<file path="src/design/ppu_pkg.sv">
package ppu_pkg;

    // Widths that carry a meaning
    typedef logic [7:0]  byte_t;
    typedef logic [15:0] vaddr_t;
    typedef logic [7:0]  ly_t;
    typedef logic [8:0]  dot_t;
    typedef logic [1:0]  shade_t;

    // Encoding matches the STAT mode field
    typedef enum logic [1:0] {
        HBLANK   = 2'd0,
        VBLANK   = 2'd1,
        OAM_SCAN = 2'd2,
        RENDER   = 2'd3
    } ppu_mode_t;

    // Decoded configuration seen by the rendering blocks
    typedef struct packed {
        logic  lcd_en;        // LCDC bit 7
        logic  bg_map_sel;    // LCDC bit 3
        logic  tile_data_sel; // LCDC bit 4
        logic  bg_en;         // LCDC bit 0
        byte_t scx;
        byte_t scy;
        byte_t bgp;
    } ppu_cfg_t;

    // One fetched tile row, leftmost pixel in bit 7
    typedef struct packed {
        byte_t plane_lo;
        byte_t plane_hi;
    } tile_row_t;

    // Register map
    localparam vaddr_t ADDR_LCDC = 16'hFF40;
    localparam vaddr_t ADDR_STAT = 16'hFF41;
    localparam vaddr_t ADDR_SCY  = 16'hFF42;
    localparam vaddr_t ADDR_SCX  = 16'hFF43;
    localparam vaddr_t ADDR_LY   = 16'hFF44;
    localparam vaddr_t ADDR_LYC  = 16'hFF45;
    localparam vaddr_t ADDR_BGP  = 16'hFF47;

    // Video memory layout
    localparam vaddr_t MAP_BASE_LO        = 16'h9800;
    localparam vaddr_t MAP_BASE_HI        = 16'h9C00;
    localparam vaddr_t TILE_BASE_UNSIGNED = 16'h8000;
    localparam vaddr_t TILE_BASE_SIGNED   = 16'h9000;
    localparam vaddr_t MAP_TILES_PER_ROW  = 16'd32;
    localparam vaddr_t BYTES_PER_TILE     = 16'd16;

    // Line and frame timing
    localparam dot_t  DOTS_PER_LINE = 9'd456;
    localparam dot_t  OAM_SCAN_DOTS = 9'd80;
    localparam ly_t   VISIBLE_LINES = 8'd144;
    localparam ly_t   TOTAL_LINES   = 8'd154;
    localparam byte_t SCREEN_WIDTH  = 8'd160;

endpackage

</file>
<file path="src/design/bg_fetcher.sv">
`timescale 1ns/1ns

module bg_fetcher
(
    input  logic                clk,
    input  logic                rst,

    input  ppu_pkg::ppu_cfg_t   cfg,
    input  ppu_pkg::ppu_mode_t  mode,
    input  ppu_pkg::ly_t        ly,

    input  ppu_pkg::byte_t      ppu_data,
    input  logic                buf_free,
    output logic                ppu_rd,
    output ppu_pkg::vaddr_t     ppu_addr,

    output ppu_pkg::tile_row_t  row,
    output logic                row_load
);

    logic [4:0]      col;           // Tile column, wraps across the map
    logic [1:0]      step;          // Map byte, low plane, high plane
    ppu_pkg::byte_t  by;            // Background row in map space
    ppu_pkg::byte_t  tile_idx;
    ppu_pkg::byte_t  plane_lo_q;

    ppu_pkg::vaddr_t map_base;
    ppu_pkg::vaddr_t map_addr;
    ppu_pkg::vaddr_t tile_base;
    ppu_pkg::vaddr_t tile_offs;
    ppu_pkg::vaddr_t row_addr;

    assign by = ly + cfg.scy;

    // Tile map byte
    assign map_base = cfg.bg_map_sel ? ppu_pkg::MAP_BASE_HI : ppu_pkg::MAP_BASE_LO;
    assign map_addr = map_base
                    + ppu_pkg::vaddr_t'(by[7:3]) * ppu_pkg::MAP_TILES_PER_ROW
                    + ppu_pkg::vaddr_t'(col);

    // Tile data row, signed index in the 9000 region
    assign tile_base = cfg.tile_data_sel ? ppu_pkg::TILE_BASE_UNSIGNED
                                         : ppu_pkg::TILE_BASE_SIGNED;
    assign tile_offs = cfg.tile_data_sel ? {8'd0, tile_idx}
                                         : {{8{tile_idx[7]}}, tile_idx};
    assign row_addr  = tile_base
                     + tile_offs * ppu_pkg::BYTES_PER_TILE
                     + ppu_pkg::vaddr_t'({by[2:0], 1'b0});

    assign ppu_rd   = (mode == ppu_pkg::RENDER) && buf_free;
    assign row_load = ppu_rd && (step == 2'd2);

    // High plane goes straight through on the load cycle
    assign row.plane_lo = plane_lo_q;
    assign row.plane_hi = ppu_data;

    always_comb
    begin
        ppu_addr = '0;
        if (ppu_rd)
        begin
            case (step)
                2'd0:    ppu_addr = map_addr;
                2'd1:    ppu_addr = row_addr;
                default: ppu_addr = row_addr + 16'd1;
            endcase
        end
    end

    // Fetch sequencing
    always_ff @(posedge clk)
    begin
        if (rst)
        begin
            step <= '0;
            col  <= '0;
        end
        else if (mode != ppu_pkg::RENDER)
        begin
            step <= '0;
            col  <= cfg.scx[7:3];   // Coarse scroll for the next line
        end
        else if (ppu_rd)
        begin
            if (step == 2'd2)
            begin
                step <= '0;
                col  <= col + 5'd1;
            end
            else
            begin
                step <= step + 2'd1;
            end
        end
    end

    // Captured bytes
    always_ff @(posedge clk)
    begin
        if (ppu_rd && step == 2'd0)
            tile_idx <= ppu_data;
        if (ppu_rd && step == 2'd1)
            plane_lo_q <= ppu_data;
    end

endmodule

</file>
<file path="src/design/bg_pixel_pipe.sv">
`timescale 1ns/1ns

module bg_pixel_pipe
(
    input  logic                clk,
    input  logic                rst,

    input  ppu_pkg::ppu_cfg_t   cfg,
    input  ppu_pkg::ppu_mode_t  mode,

    input  ppu_pkg::tile_row_t  row,
    input  logic                row_load,
    output logic                buf_free,

    output ppu_pkg::shade_t     px_out,
    output logic                px_valid,
    output logic                line_done
);

    ppu_pkg::tile_row_t [1:0] rows;
    logic [1:0]         row_valid;
    logic               sel;            // Buffer shifting out
    logic [2:0]         bit_cnt;        // Pixels taken from the current row
    logic [2:0]         discard;        // Fine scroll pixels dropped
    ppu_pkg::byte_t     px_cnt;

    logic               run;
    logic               shift;
    logic               load_sel;
    ppu_pkg::tile_row_t cur;
    ppu_pkg::shade_t    color;

    assign run      = (mode == ppu_pkg::RENDER);
    assign cur      = rows[sel];
    assign shift    = run && row_valid[sel];
    assign buf_free = !(row_valid[0] && row_valid[1]);

    // Fill the idle buffer, or the current one when both are empty
    assign load_sel = row_valid[sel] ? !sel : sel;

    assign color     = {cur.plane_hi[7], cur.plane_lo[7]};
    assign px_valid  = shift && (discard == cfg.scx[2:0]);
    assign px_out    = cfg.bg_en ? cfg.bgp[{color, 1'b0} +: 2] : 2'b00;
    assign line_done = px_valid && (px_cnt == ppu_pkg::SCREEN_WIDTH - 8'd1);

    always_ff @(posedge clk)
    begin
        if (rst || !run)
        begin
            row_valid <= '0;
            sel       <= 1'b0;
            bit_cnt   <= '0;
            discard   <= '0;
            px_cnt    <= '0;
        end
        else
        begin
            if (row_load)
                row_valid[load_sel] <= 1'b1;
            if (shift)
            begin
                bit_cnt <= bit_cnt + 3'd1;
                if (discard != cfg.scx[2:0])
                    discard <= discard + 3'd1;
                else
                    px_cnt <= px_cnt + 8'd1;
                if (bit_cnt == 3'd7)
                begin
                    row_valid[sel] <= 1'b0;     // Row used up, swap
                    sel            <= !sel;
                end
            end
        end
    end

    // Row data, shifted toward bit 7
    always_ff @(posedge clk)
    begin
        if (row_load)
            rows[load_sel] <= row;
        if (shift)
        begin
            rows[sel].plane_lo <= {rows[sel].plane_lo[6:0], 1'b0};
            rows[sel].plane_hi <= {rows[sel].plane_hi[6:0], 1'b0};
        end
    end

endmodule

</file>
<file path="src/design/ppu_regs.sv">
`timescale 1ns/1ns

module ppu_regs
(
    input  logic                clk,
    input  logic                rst,

    input  ppu_pkg::vaddr_t     addr,
    input  logic                wr,
    input  ppu_pkg::byte_t      mmio_wdata,
    output ppu_pkg::byte_t      mmio_rdata,

    input  ppu_pkg::ppu_mode_t  mode,
    input  ppu_pkg::ly_t        ly,

    output ppu_pkg::ppu_cfg_t   cfg,
    output logic                irq_stat
);

    ppu_pkg::byte_t lcdc;
    ppu_pkg::byte_t scy;
    ppu_pkg::byte_t scx;
    ppu_pkg::byte_t lyc;
    ppu_pkg::byte_t bgp;
    logic [3:0]     stat_en;        // STAT bits 6:3

    logic           coincidence;
    logic           stat_level;
    logic           stat_level_q;

    // Register writes
    always_ff @(posedge clk)
    begin
        if (rst)
        begin
            lcdc    <= '0;
            scy     <= '0;
            scx     <= '0;
            lyc     <= '0;
            bgp     <= '0;
            stat_en <= '0;
        end
        else if (wr)
        begin
            case (addr)
                ppu_pkg::ADDR_LCDC: lcdc    <= mmio_wdata;
                ppu_pkg::ADDR_STAT: stat_en <= mmio_wdata[6:3]; // Low bits are status
                ppu_pkg::ADDR_SCY:  scy     <= mmio_wdata;
                ppu_pkg::ADDR_SCX:  scx     <= mmio_wdata;
                ppu_pkg::ADDR_LYC:  lyc     <= mmio_wdata;
                ppu_pkg::ADDR_BGP:  bgp     <= mmio_wdata;
                default: ;                                      // LY is read only
            endcase
        end
    end

    // LCDC decode
    assign cfg.lcd_en        = lcdc[7];
    assign cfg.tile_data_sel = lcdc[4];
    assign cfg.bg_map_sel    = lcdc[3];
    assign cfg.bg_en         = lcdc[0];
    assign cfg.scx           = scx;
    assign cfg.scy           = scy;
    assign cfg.bgp           = bgp;

    assign coincidence = (ly == lyc);

    // Read path
    always_comb
    begin
        case (addr)
            ppu_pkg::ADDR_LCDC: mmio_rdata = lcdc;
            ppu_pkg::ADDR_STAT: mmio_rdata = {1'b1, stat_en, coincidence, mode};
            ppu_pkg::ADDR_SCY:  mmio_rdata = scy;
            ppu_pkg::ADDR_SCX:  mmio_rdata = scx;
            ppu_pkg::ADDR_LY:   mmio_rdata = ly;
            ppu_pkg::ADDR_LYC:  mmio_rdata = lyc;
            ppu_pkg::ADDR_BGP:  mmio_rdata = bgp;
            default:            mmio_rdata = 8'hFF;
        endcase
    end

    // Combined STAT source level, only while the LCD runs
    always_comb
    begin
        stat_level = (stat_en[3] && coincidence) ||
                     (stat_en[0] && mode == ppu_pkg::HBLANK) ||
                     (stat_en[1] && mode == ppu_pkg::VBLANK) ||
                     (stat_en[2] && mode == ppu_pkg::OAM_SCAN);
        stat_level = stat_level && cfg.lcd_en;
    end

    // Rising edge of the level gives a single pulse
    always_ff @(posedge clk)
    begin
        if (rst)
        begin
            stat_level_q <= 1'b0;
            irq_stat     <= 1'b0;
        end
        else
        begin
            stat_level_q <= stat_level;
            irq_stat     <= stat_level && !stat_level_q;
        end
    end

endmodule

</file>
<file path="src/design/ppu_timing.sv">
`timescale 1ns/1ns

module ppu_timing
(
    input  logic                clk,
    input  logic                rst,

    input  ppu_pkg::ppu_cfg_t   cfg,
    input  logic                line_done,

    output ppu_pkg::ppu_mode_t  mode,
    output ppu_pkg::ly_t        ly,
    output logic                irq_vblank
);

    ppu_pkg::dot_t dot;         // Cycle within the current line
    logic          running;     // First line has been started
    logic          line_end;

    assign line_end = (dot == ppu_pkg::DOTS_PER_LINE - 9'd1);

    always_ff @(posedge clk)
    begin
        if (rst || !cfg.lcd_en)
        begin
            // LCD off holds everything at line 0
            mode       <= ppu_pkg::HBLANK;
            ly         <= '0;
            dot        <= '0;
            running    <= 1'b0;
            irq_vblank <= 1'b0;
        end
        else if (!running)
        begin
            running <= 1'b1;
            mode    <= ppu_pkg::OAM_SCAN;   // Dot 0 of line 0 follows
        end
        else
        begin
            irq_vblank <= 1'b0;
            dot        <= line_end ? '0 : dot + 9'd1;

            case (mode)
                ppu_pkg::OAM_SCAN:
                begin
                    // No reads here, timing only
                    if (dot == ppu_pkg::OAM_SCAN_DOTS - 9'd1)
                        mode <= ppu_pkg::RENDER;
                end

                ppu_pkg::RENDER:
                begin
                    if (line_done)
                        mode <= ppu_pkg::HBLANK;    // Length depends on fine scroll
                end

                ppu_pkg::HBLANK:
                begin
                    if (line_end)
                    begin
                        ly <= ly + 8'd1;
                        if (ly == ppu_pkg::VISIBLE_LINES - 8'd1)
                        begin
                            mode       <= ppu_pkg::VBLANK;
                            irq_vblank <= 1'b1;     // First cycle of line 144
                        end
                        else
                        begin
                            mode <= ppu_pkg::OAM_SCAN;
                        end
                    end
                end

                ppu_pkg::VBLANK:
                begin
                    if (line_end)
                    begin
                        if (ly == ppu_pkg::TOTAL_LINES - 8'd1)
                        begin
                            ly   <= '0;
                            mode <= ppu_pkg::OAM_SCAN;  // New frame
                        end
                        else
                        begin
                            ly <= ly + 8'd1;
                        end
                    end
                end

                default: mode <= ppu_pkg::HBLANK;
            endcase
        end
    end

endmodule

</file>
<file path="src/design/ppu_top.sv">
`timescale 1ns/1ns

module ppu_top
(
    input  logic                clk,
    input  logic                rst,

    // Register bus
    input  ppu_pkg::vaddr_t     addr,
    input  logic                wr,
    input  ppu_pkg::byte_t      mmio_wdata,
    output ppu_pkg::byte_t      mmio_rdata,

    output logic                irq_vblank,
    output logic                irq_stat,
    output ppu_pkg::ppu_mode_t  mode,

    // Video memory
    output logic                ppu_rd,
    output ppu_pkg::vaddr_t     ppu_addr,
    input  ppu_pkg::byte_t      ppu_data,

    // Pixels
    output ppu_pkg::shade_t     px_out,
    output logic                px_valid
);

    ppu_pkg::ppu_cfg_t  cfg;
    ppu_pkg::ly_t       ly;
    ppu_pkg::tile_row_t row;
    logic               row_load;
    logic               buf_free;
    logic               line_done;

    ppu_regs i_ppu_regs (
        .clk        (clk),
        .rst        (rst),
        .addr       (addr),
        .wr         (wr),
        .mmio_wdata (mmio_wdata),
        .mmio_rdata (mmio_rdata),
        .mode       (mode),
        .ly         (ly),
        .cfg        (cfg),
        .irq_stat   (irq_stat)
    );

    ppu_timing i_ppu_timing (
        .clk        (clk),
        .rst        (rst),
        .cfg        (cfg),
        .line_done  (line_done),
        .mode       (mode),
        .ly         (ly),
        .irq_vblank (irq_vblank)
    );

    bg_fetcher i_bg_fetcher (
        .clk        (clk),
        .rst        (rst),
        .cfg        (cfg),
        .mode       (mode),
        .ly         (ly),
        .ppu_data   (ppu_data),
        .buf_free   (buf_free),
        .ppu_rd     (ppu_rd),
        .ppu_addr   (ppu_addr),
        .row        (row),
        .row_load   (row_load)
    );

    bg_pixel_pipe i_bg_pixel_pipe (
        .clk        (clk),
        .rst        (rst),
        .cfg        (cfg),
        .mode       (mode),
        .row        (row),
        .row_load   (row_load),
        .buf_free   (buf_free),
        .px_out     (px_out),
        .px_valid   (px_valid),
        .line_done  (line_done)
    );

endmodule

</file>
<file path="config.mk">
export PLATFORM = sky130hd
export DESIGN_NAME = ppu_top
export DESIGN_NICKNAME = d
export VERILOG_FILES = /design/src/design/ppu_pkg.sv /design/src/design/bg_fetcher.sv /design/src/design/bg_pixel_pipe.sv /design/src/design/ppu_regs.sv /design/src/design/ppu_timing.sv /design/src/design/ppu_top.sv
export SDC_FILE = /design/constraint.sdc
export NUM_CORES = 1
export LEC_CHECK = 0
export BUFFER_PORTS_ARGS = -buffer_cell sky130_fd_sc_hd__buf_2
export CAP_MARGIN = 20
export CORE_MARGIN = 5
export CORE_UTILIZATION = 49
export CTS_BUF_LIST = sky130_fd_sc_hd__clkbuf_4
export DETAILED_ROUTE_END_ITERATION = 16
export HOLD_SLACK_MARGIN = 0.03
export PLACE_DENSITY = 0.69
export RECOVER_POWER = 50
export SETUP_SLACK_MARGIN = 0.5
export SYNTH_ARGS = -nofsm -noshare
export SYNTH_HDL_FRONTEND = slang
export SYNTH_SLANG_ARGS = --single-unit
</file>
<file path="constraint.sdc">
create_clock -name clk -period 2.38 [get_ports clk]
set_input_delay 0.357 -clock clk [delete_from_list [all_inputs] [get_ports clk]]
set_output_delay 0.357 -clock clk [all_outputs]
set_load 0.03 [all_outputs]
</file>
Word level (Yosys, flattened, before mapping)
Cells that the tools add are included.
{ "word_totals": {"ff_bits": 139, "wordCells": 180} }
{ "op_classes": {"addsub": 13, "magnitude_cmp": 4, "n_eq_ne": 32, "n_shift": 1, "mux": 52, "bitwise_logic": 5, "n_reduce_logical": 46} }
{ "ops": {"columns": ["op", "count"], "rows": [
  ["16-bit equality test, second input constant", 7],
  ["32-bit bitwise mux", 3],
  ["16-bit 2-to-1 mux", 5],
  ["32-bit 2-to-1 mux", 2],
  ["8-bit one-hot mux with 7 select lines", 1],
  ["16-bit demux with 1-bit select", 3],
  ["8-bit 2-to-1 mux", 4],
  ["16-bit one-hot mux with 2 select lines", 1],
  ["2-bit 2-to-1 mux", 13],
  ["8-bit equality test, second input constant", 3],
  ["2-bit AND reduction", 10],
  ["16-bit by 1-bit adder with 16-bit output, second input constant", 1],
  ["16-bit by 10-bit adder with 16-bit output", 1],
  ["16-bit adder", 1],
  ["16-bit by 4-bit adder with 16-bit output", 1],
  ["16-bit by 5-bit adder with 16-bit output", 1],
  ["8-bit by 1-bit adder with 8-bit output, second input constant", 2],
  ["1-bit logical AND", 16],
  ["8-bit one-hot mux with 2 select lines", 1],
  ["5-bit 2-to-1 mux", 3],
  ["13-bit 2-to-1 mux", 1],
  ["12-bit 2-to-1 mux", 1],
  ["3-bit inequality test, second input constant", 4],
  ["11-bit 2-to-1 mux", 1],
  ["34 further kinds", 67]
]} }

Depth between registers and ports, before layout
Gate-level depths: netlist of run 1.
{ "depth": {"word_depth": 13, "ltp_mapped": 9, "ltp_nobuf": 7} }

By module
From an unflattened synthesis of run 1, not the netlist that was laid out.
{ "unflattened": {"cells_unflattened": 805, "area_unflattened_um2": 7268.2} }
{ "by_module_without_submodules": {"columns": ["module", "n_inst", "cells_per_inst", "area_per_inst_um2", "seq_area_each_um2"], "rows": [
  ["ppu_regs", 1, 275, 2489.9, 920.9],
  ["bg_pixel_pipe", 1, 250, 2262.2, 980.9],
  ["bg_fetcher", 1, 142, 1378.8, 620.6],
  ["ppu_timing", 1, 138, 1137.3, 420.4]
]} }

Worst setup path before layout of run 1
OpenSTA, ideal clock, no wires.
{ "synth_timing": {"path_kind": "reg2out", "start": "reg i_ppu_timing.mode[1]", "end": "out ppu_addr[7]", "arrival_ns": 2.155, "t_required_ns": 2.023, "path_slack_ns": -0.132, "stages_incl_launch_ff": 8, "cell_sequence": "dfxtp_1 > clkbuf_1 > and2_1 > buf_2 > nand2_1 > clkbuf_1 > nor2_1 > o2bb2ai_1"} }
{ "synth_via": {"elab_chain_len": 3} }
{ "synth_rtl": {"columns": ["element", "line_no", "text"], "rows": [
  ["start, declared", "ppu_timing.sv:11", "output ppu_pkg::ppu_mode_t mode,"],
  ["start signal, assigned", "ppu_timing.sv:27", "mode <= ppu_pkg::HBLANK;"],
  ["start signal, assigned", "ppu_timing.sv:36", "mode <= ppu_pkg::OAM_SCAN;"],
  ["start signal, assigned", "ppu_timing.sv:48", "mode <= ppu_pkg::RENDER;"],
  ["2-bit equality test", "bg_fetcher.sv:50", "assign ppu_rd = (mode == ppu_pkg::RENDER) && buf_free;"],
  ["1-bit logical AND", "bg_fetcher.sv:50", null],
  ["16-bit 2-to-1 mux", "bg_fetcher.sv:60", "if (ppu_rd)"],
  ["end, declared", "ppu_top.sv:20", "output ppu_pkg::vaddr_t ppu_addr,"]
]} }
Every way passes these cells.

Worst setup path in the final report of run 1
{ "layout_timing": {"start": "reg i_ppu_timing.ly[0]", "end": "out ppu_addr[6]"} }
{ "layout_via": {"elab_chain_len": 5, "word_cells_on_any_way": 7} }
{ "layout_rtl": {"columns": ["element", "line_no", "text"], "rows": [
  ["start, declared", "ppu_timing.sv:12", "output ppu_pkg::ly_t ly,"],
  ["start signal, assigned", "ppu_timing.sv:61", "ly <= ly + 8'd1;"],
  ["start signal, assigned", "ppu_timing.sv:85", "ly <= ly + 8'd1;"],
  ["8-bit adder (*)", "bg_fetcher.sv:33", "assign by = ly + cfg.scy;"],
  ["16-bit by 4-bit adder with 16-bit output or 16-bit by 10-bit adder with 16-bit output (tied branches)", "bg_fetcher.sv:48, bg_fetcher.sv:38", null],
  ["16-bit by 1-bit adder with 16-bit output or 16-bit by 5-bit adder with 16-bit output (tied branches)", "bg_fetcher.sv:65, bg_fetcher.sv:39", null],
  ["16-bit one-hot mux with 2 select lines (*)", "bg_fetcher.sv:62", "case (step)"],
  ["16-bit 2-to-1 mux (*)", "bg_fetcher.sv:60", null]
]} }
Every way passes the cells marked *; elsewhere a longest branch is shown, timed or not.

==> results of run 1 <==
-- where the power goes --
| group | switching [uW] | total (uW) | leakage [uW] | internal [uW] |
|---|---|---|---|---|
| logic | 99.0 | 157 | 0.00216 | 58.2 |
| clock network | 1040 | 1510 | 0.000147 | 472 |
| registers | 0.440 | 2350 | 0.00116 | 2350 |
| total | 1140 | 4020 | 0.00346 | 2880 |
-- state kept, by name (all words and copies together), names as in the netlist, 2 cells and up --
| register | count |
|---|---|
| i_bg_pixel_pipe.rows | 32 |
| i_bg_fetcher.col | 5 |
| i_ppu_timing.mode | 2 |
| i_ppu_regs.stat_en | 4 |
| i_bg_fetcher.plane_lo_q | 8 |
| i_ppu_regs.scy | 8 |
| i_bg_pixel_pipe.px_cnt | 8 |
| i_bg_pixel_pipe.discard | 3 |
| i_ppu_regs.bgp | 8 |
| i_bg_fetcher.step | 2 |
| i_ppu_regs.lcdc | 8 |
| i_bg_pixel_pipe.row_valid | 2 |
| i_ppu_regs.lyc | 8 |
| i_ppu_regs.scx | 8 |
| i_ppu_timing.dot | 9 |
| i_ppu_timing.ly | 8 |
| i_bg_pixel_pipe.bit_cnt | 3 |
| i_bg_fetcher.tile_idx | 8 |
-- cells in the final DEF (no fill, tap or decap), types with 9 or more instances in the layout --
cell type / n
a21oi_1: 17
buf_2: 27
buf_4: 59
buf_6: 38
clkbuf_1: 20
clkbuf_4: 18
dfxtp_1: 92
dfxtp_2: 14
dfxtp_4: 17
edfxtp_1: 16
inv_1: 9
mux2i_1: 84
nand2_1: 79
nand3_1: 18
nand4_1: 12
nor2_1: 106
o21ai_0: 38
xnor2_1: 27
xor2_1: 15
-- synth_stat cells (all sizes together) (3+ instances only) --
master / instances
a211oi: 4
a21oi: 28
a221o: 3
a31oi: 4
and2: 4
and3: 4
buf: 13
clkbuf: 35
dfxtp: 123
edfxtp: 16
ha: 15
inv: 11
mux2: 7
mux2i: 88
mux4: 4
nand2: 90
nand2b: 8
nand3: 20
nand4: 12
nor2: 114
nor2b: 6
nor3: 9
nor4: 7
o211ai: 5
o21ai: 40
o22ai: 5
or4: 4
xnor2: 30
xor2: 15
-- per-stage QoR --
stage               power [uW]  TNS, ns  instances
floorplan                 2490        0        756
global placement          2560    -1.44        986
detailed placement        2560    -2.14        986
CTS                       4040    -1.96       1068
global route              4160    -5.55       1084
finish                    4020    -2.40       1084
-- path summary, 6_finish.rpt --
| check | start | endpoint | slack [ns] | depth (start not counted) |
|---|---|---|---|---|
| hold / removal | mmio_wdata[7] | i_ppu_regs.scy[7]$_SDFFE_PP0P_ | 0.12 | 3 |
| setup reg to reg | i_ppu_timing.mode[1]$_SDFFE_PN0P_ | i_bg_pixel_pipe.rows[6]$_DFF_P_ | -0.03 | 8 |
| hold reg to reg | i_ppu_regs.stat_level_q$_SDFF_PP0_ | i_ppu_regs.irq_stat$_SDFF_PP0_ | 0.42 | 1 |
| setup / recovery | i_ppu_timing.ly[0]$_SDFFE_PN0P_ | ppu_addr[6] | -0.32 | 8 |
-- critical path: stages (launching register included) --
cell and delay [ns]:
dfxtp_4 0.39, ha_4 0.16, fa_2 0.34, a21o_1 0.18
a21oi_2 0.17, xnor2_1 0.14, nand2_1 0.11, a21oi_4 0.13
buf_6 0.14
-- cell type report --
class	instances	area, um2
clock inverters	15	143
well taps	180	225
flip-flops and latches	139	3020
repair buffers	164	1330
multi-input cells	558	4160
clock buffers	17	128
inverters	11	48.8
fillers	1076	4660
-- logic make-up (layout without fill, tap and decap cells) --
kind of cell    after synthesis  in the layout  share of synthesized area
simple gates                292            292                      0.197
fa+ha+maj                    16             16                     0.0306
flops                       139            139                      0.434
buf+inv                      59            207                     0.0348
other cells                   1              2                   0.000553
xor+xnor                     45             45                     0.0581
compound gates              104            104                     0.0911
mux                          99             99                      0.155
-- what timing repair did --
| item | 4_1_cts | 5_1_grt |
|---|---|---|
| setup endpoints to repair | 38 | 61 |
| pin swaps | 42 | 30 |
| endpoints found under the hold margin | 18 | 0 |
| hold buffers | 8 | 0 |
| resized for setup | 136 | 51 |
| setup buffers | 41 | 16 |
| gates cloned | 1 | 0 |
-- per-layer routing --
layer	GRT usage	up-vias	share of wire
met5	0	-	0
met4	0.0999	0	0.032
met3	0.0513	51	0.047
met2	0.400	166	0.50
met1	0.281	2935	0.42
li1	-	2896	-
==> impl_metrics.ini, run 1 <==
[outcome]
status = complete, but fails checks
violations = setup timing

[worst_setup_path]
cp-start-kind = register
end_kind = output pin
critPathMaxFanout = 2
path_class = register to output pin
cp.required_ns = 2.02
arrival_ns = 2.34

[flow_run]
max_cap_viol_count = 0

[placement]
gp_congestion = 0.896
io_buffers = 64
placed_area_um2 = 7720
dpl_worst_slack_ns = -0.198
hpwl_um = 12500

[sta]
setup_viol = 19
slew_viol_final = 0
fmax_ghz = 0.371
max-slew-margin-rel = 0.514
worst_slack_ns = -0.315
period_share = 1.13
tightest_slew_ns = 0.730
finalClockSkew_ns = 0.0256
rsz0062_at_grt = true
fin_hold_ws_ns = 0.120
min_period_ns = 2.70
hold_viol_final = 0

[power]
power_leakage_uw = 0.00346
peakVddDrop_mv = 0.387
p_per_area_nw_per_um2 = 444

[drt]
drt_wl_total_um = 19200
first_pass_iters = 5
vias_per_cell = 5.58
via_count = 6048
drc_errors = 0
drtIter0Drc = 390
drt.antenna.violating_nets = 0
wl_per_cell_um = 17.7

[global_route]
grt_max_degree = 50
gr-usage-all-layers = 0.233
grt_pass1_vias = 6061
grt-ovfl-total = 0
antenna_found_initial = 0
grt_pass1_wl_um = 30000

[clock_tree]
tritoncts = done
clock_sinks = 139
clk_path_buf_depth = 2
clk_latency_ns = 0.59
numCtsBuffers = 17
clkTransAtPathRegs_ns = 0.14
ctsHtreeMaxLevel = 4
cts_root_buf = clkbuf_4

[final_layout]
final_util = 0.660
final_nets = 942
syn_to_final_growth_pct = 33.4
finalInstanceArea_um2 = 9060
num_antenna_cells = 0
final_layout_size_suffix_gt1_frac = 0.319

[logic_synthesis]
synthTopCellsByArea = dfxtp_1, mux2i_1, edfxtp_1
synth_area_leader_cell = dfxtp_1
synth_top_cell_area_share = 0.363
synth_edf_count = 16
syn_area_per_cell_um2 = 8.99
async_flop_share = 0
yosysSeqAreaShare = 0.434
syn_area_um2 = 6790
ys_seq_elements = 139
synth_cell_type_count = 57
netlist_instances = 755
yosys_warnings = 0
synth_flop_cell = dfxtp_1

[die]
dieArea_um2 = 16300
core_um2 = 13700
die_x_um = 128
placementRows = 43
ios = 67
start_util = 0.495
die_h_um = 128

[min_path]
hp-class = input port to register
(Power assumes the default switching activity.)
==> inputs of run 2 (changes only) <==
Settings changed: BUFFER_PORTS_ARGS -buffer_cell sky130_fd_sc_hd__buf_2 to -buffer_cell sky130_fd_sc_hd__clkbuf_2, TNS_END_PERCENT set to 100.
==> run 2 against run 1 <==
The run still ends with setup timing left. Non-clock buffer count rose by 9. Fmax fell by 0.25%. Highest routed layer unchanged. Routed wire length rose by 4.1%. Critical endpoint unchanged. Global-route usage rose by 0.46 points.
==> impl_metrics.ini, run 2 (synthesis results as in run 1) <==
[outcome]
status = complete, but fails checks
violations = setup timing

[power]
switchingPower_uw = 1020
peakVddDrop_mv = 0.399
total_power_uw = 3960
power_frac_comb = 0.042
p_int_uw = 2940
p_per_area_nw_per_um2 = 426
seqPwrFrac = 0.593
power_leakage_uw = 0.00354
p_clk_frac = 0.364
swShare = 0.257

[global_route]
antenna_found_initial = 0
met3_usage = 0.0542
busiest_layer = met2
grt_max_degree = 51
grt_pass1_wl_um = 30700
grt_pass1_vias = 6102
use_met2 = 0.409
grtUsageMet1 = 0.295
grt-ovfl-total = 0
gr-usage-all-layers = 0.237

[die]
die_x_um = 128
ios = 67
dieArea_um2 = 16300
start_util = 0.495
die_h_um = 128
placementRows = 43
core_um2 = 13700

[sta]
fmax_ghz = 0.370
setup_viol = 34
tns_ns = -4.60
hold_viol_final = 0
max-slew-margin-rel = 0.533
slew_viol_final = 0
period_share = 1.14
tightest_slew_ns = 0.699
min_period_ns = 2.70
worst_slack_ns = -0.322
rsz0062_at_grt = true
finalClockSkew_ns = 0.0191

[placement]
gp_congestion = 0.902
placed_area_um2 = 7760
dpl_worst_slack_ns = -0.161
hpwl_um = 13000
placedCellCount = 995
io_buffers = 64

[flow_run]
max_cap_viol_count = 0

[worst_setup_path]
end_kind = output pin
path_class = register to output pin
cp.required_ns = 2.02
cp_slowest_cell = dfxtp_4
timing.rr.start = i_ppu_timing.mode[1]$_SDFFE_PN0P_
cp-start-kind = register
worst-path-buf-inv = 1
cp_cell_sequence = ha_4 > fa_2 > a21o_1 > a21oi_2 > xnor2_1 > nand2_1 > a21oi_4 > buf_8
arrival_ns = 2.34
r2r_setup_slack_ns = 0
critical-path-top-delay-family = compound AO/OA/AOI/OAI gates
reg2reg_depth = 7
r2r_end = i_bg_pixel_pipe.rows[24]$_DFF_P_
critPathMaxFanout = 2
max_stage_delay_ns = 0.38

[drt]
via_count = 6173
first_pass_iters = 5
drt.antenna.violating_nets = 0
vias_per_cell = 5.64
drc_errors = 0
drt_wl_total_um = 20000
wl_per_cell_um = 18.2
drtIter0Drc = 384

[min_path]
hold_start = ppu_data[7]
worstHoldPathCells = 1
hp-class = input port to register
hold_end = i_bg_fetcher.tile_idx[7]$_DFFE_PP_

[clock_tree]
ctsHtreeMaxLevel = 4
numCtsBuffers = 17
clkTransAtPathRegs_ns = 0.13
clk_path_buf_depth = 2
tritoncts = done
clk_latency_ns = 0.56
clock_sinks = 139
cts_root_buf = clkbuf_4

[final_layout]
largest_reg_flops = 32
final_layout_size_suffix_gt1_frac = 0.332
finalInstanceArea_um2 = 9280
top_register = i_bg_pixel_pipe.rows
syn_to_final_growth_pct = 36.8
largest_registers = i_bg_pixel_pipe.rows: 32 flops, i_ppu_timing.dot: 9 flops
stdcell_count = 1095
n_fill_cell = 1053
num_antenna_cells = 0
final_nets = 953
layout_common_cells = nor2_1, dfxtp_1, mux2i_1
final_common_cell = nor2_1
[run 2: cell types whose count changed in the layout (fill, tap and decap cells not counted), moves of 4 or more]
cell / before / now
buf_2: 27 / 0
buf_6: 38 / 33
buf_8: 2 / 19
clkbuf_2: 3 / 30
clkinv_4: 2 / 7
inv_8: 7 / 0
nand2_1: 79 / 83
nand2_4: 6 / 1
xnor2_1: 27 / 23
xnor2_2: 2 / 6
[run 2: worst max path at each step]
stage | from | endpoint | cells after the start
after floorplan | addr[3] | mmio_rdata[4] | 5
after global placement | addr[3] | mmio_rdata[3] | 5
after CTS | i_ppu_regs.scy[0]$_SDFFE_PP0P_ | ppu_addr[6] | 8
after detailed placement | addr[3] | mmio_rdata[3] | 5
after global routing | i_ppu_regs.scy[0]$_SDFFE_PP0P_ | ppu_addr[6] | 8
final | i_ppu_regs.scy[0]$_SDFFE_PP0P_ | ppu_addr[6] | 8
[run 2: area by class of cell]
class	count	area (um2)	area share
clock inverters	14	124	0.0133
clock buffers	18	135	0.0146
multi-input cells	560	4230	0.455
repair buffers	173	1500	0.161
flip-flops and latches	139	3020	0.326
inverters	11	48.8	0.00526
well taps	180	225	0.0243
[run 2: power groups by stage]
stage | Sequential (uW) | Combinational, uW | Clock [uW]
6_report | 2350 | 168 | 1440
5_1_grt | 2350 | 178 | 1590
4_1_cts | 2350 | 154 | 1460
3_5_place_dp | 2420 | 143 | 0
3_3_place_gp | 2420 | 141 | 0
2_1_floorplan | 2420 | 69.7 | 0
[run 2: through the flow]
stage | utilization | hold slack [ns]
after floorplan | - | 0.376
after global placement | 0.566 | 0.385
after detailed placement | 0.566 | 0.399
after CTS | 0.645 | 0.0377
after global routing | 0.677 | 0.106
final | 0.677 | 0.146
[run 2: routing by layer]
layer,vias up,routed length [um]
met5,-,0
met4,0,439
met3,35,1050
met2,165,10200
met1,3049,8260
li1,2924,-
[run 2: worst register-to-register path: stages (launching register included)]
cell,delay [ns]
dfxtp_1,0.57
and2_0,0.40
clkbuf_1,0.32
nand3_1,0.27
or2_4,0.38
buf_4,0.16
mux2i_1,0.13
nor2_1,0.05
[run 2: repair_timing]
| action | in CTS | in global routing |
|---|---|---|
| gates resized for setup | 132 | 108 |
| endpoints found under the setup margin | 64 | 76 |
| gates cloned | 1 | 3 |
| endpoints found under the hold margin | 7 | 3 |
| buffers inserted | 41 | 16 |
| hold buffers | 5 | 2 |
| pin swaps | 31 | 38 |
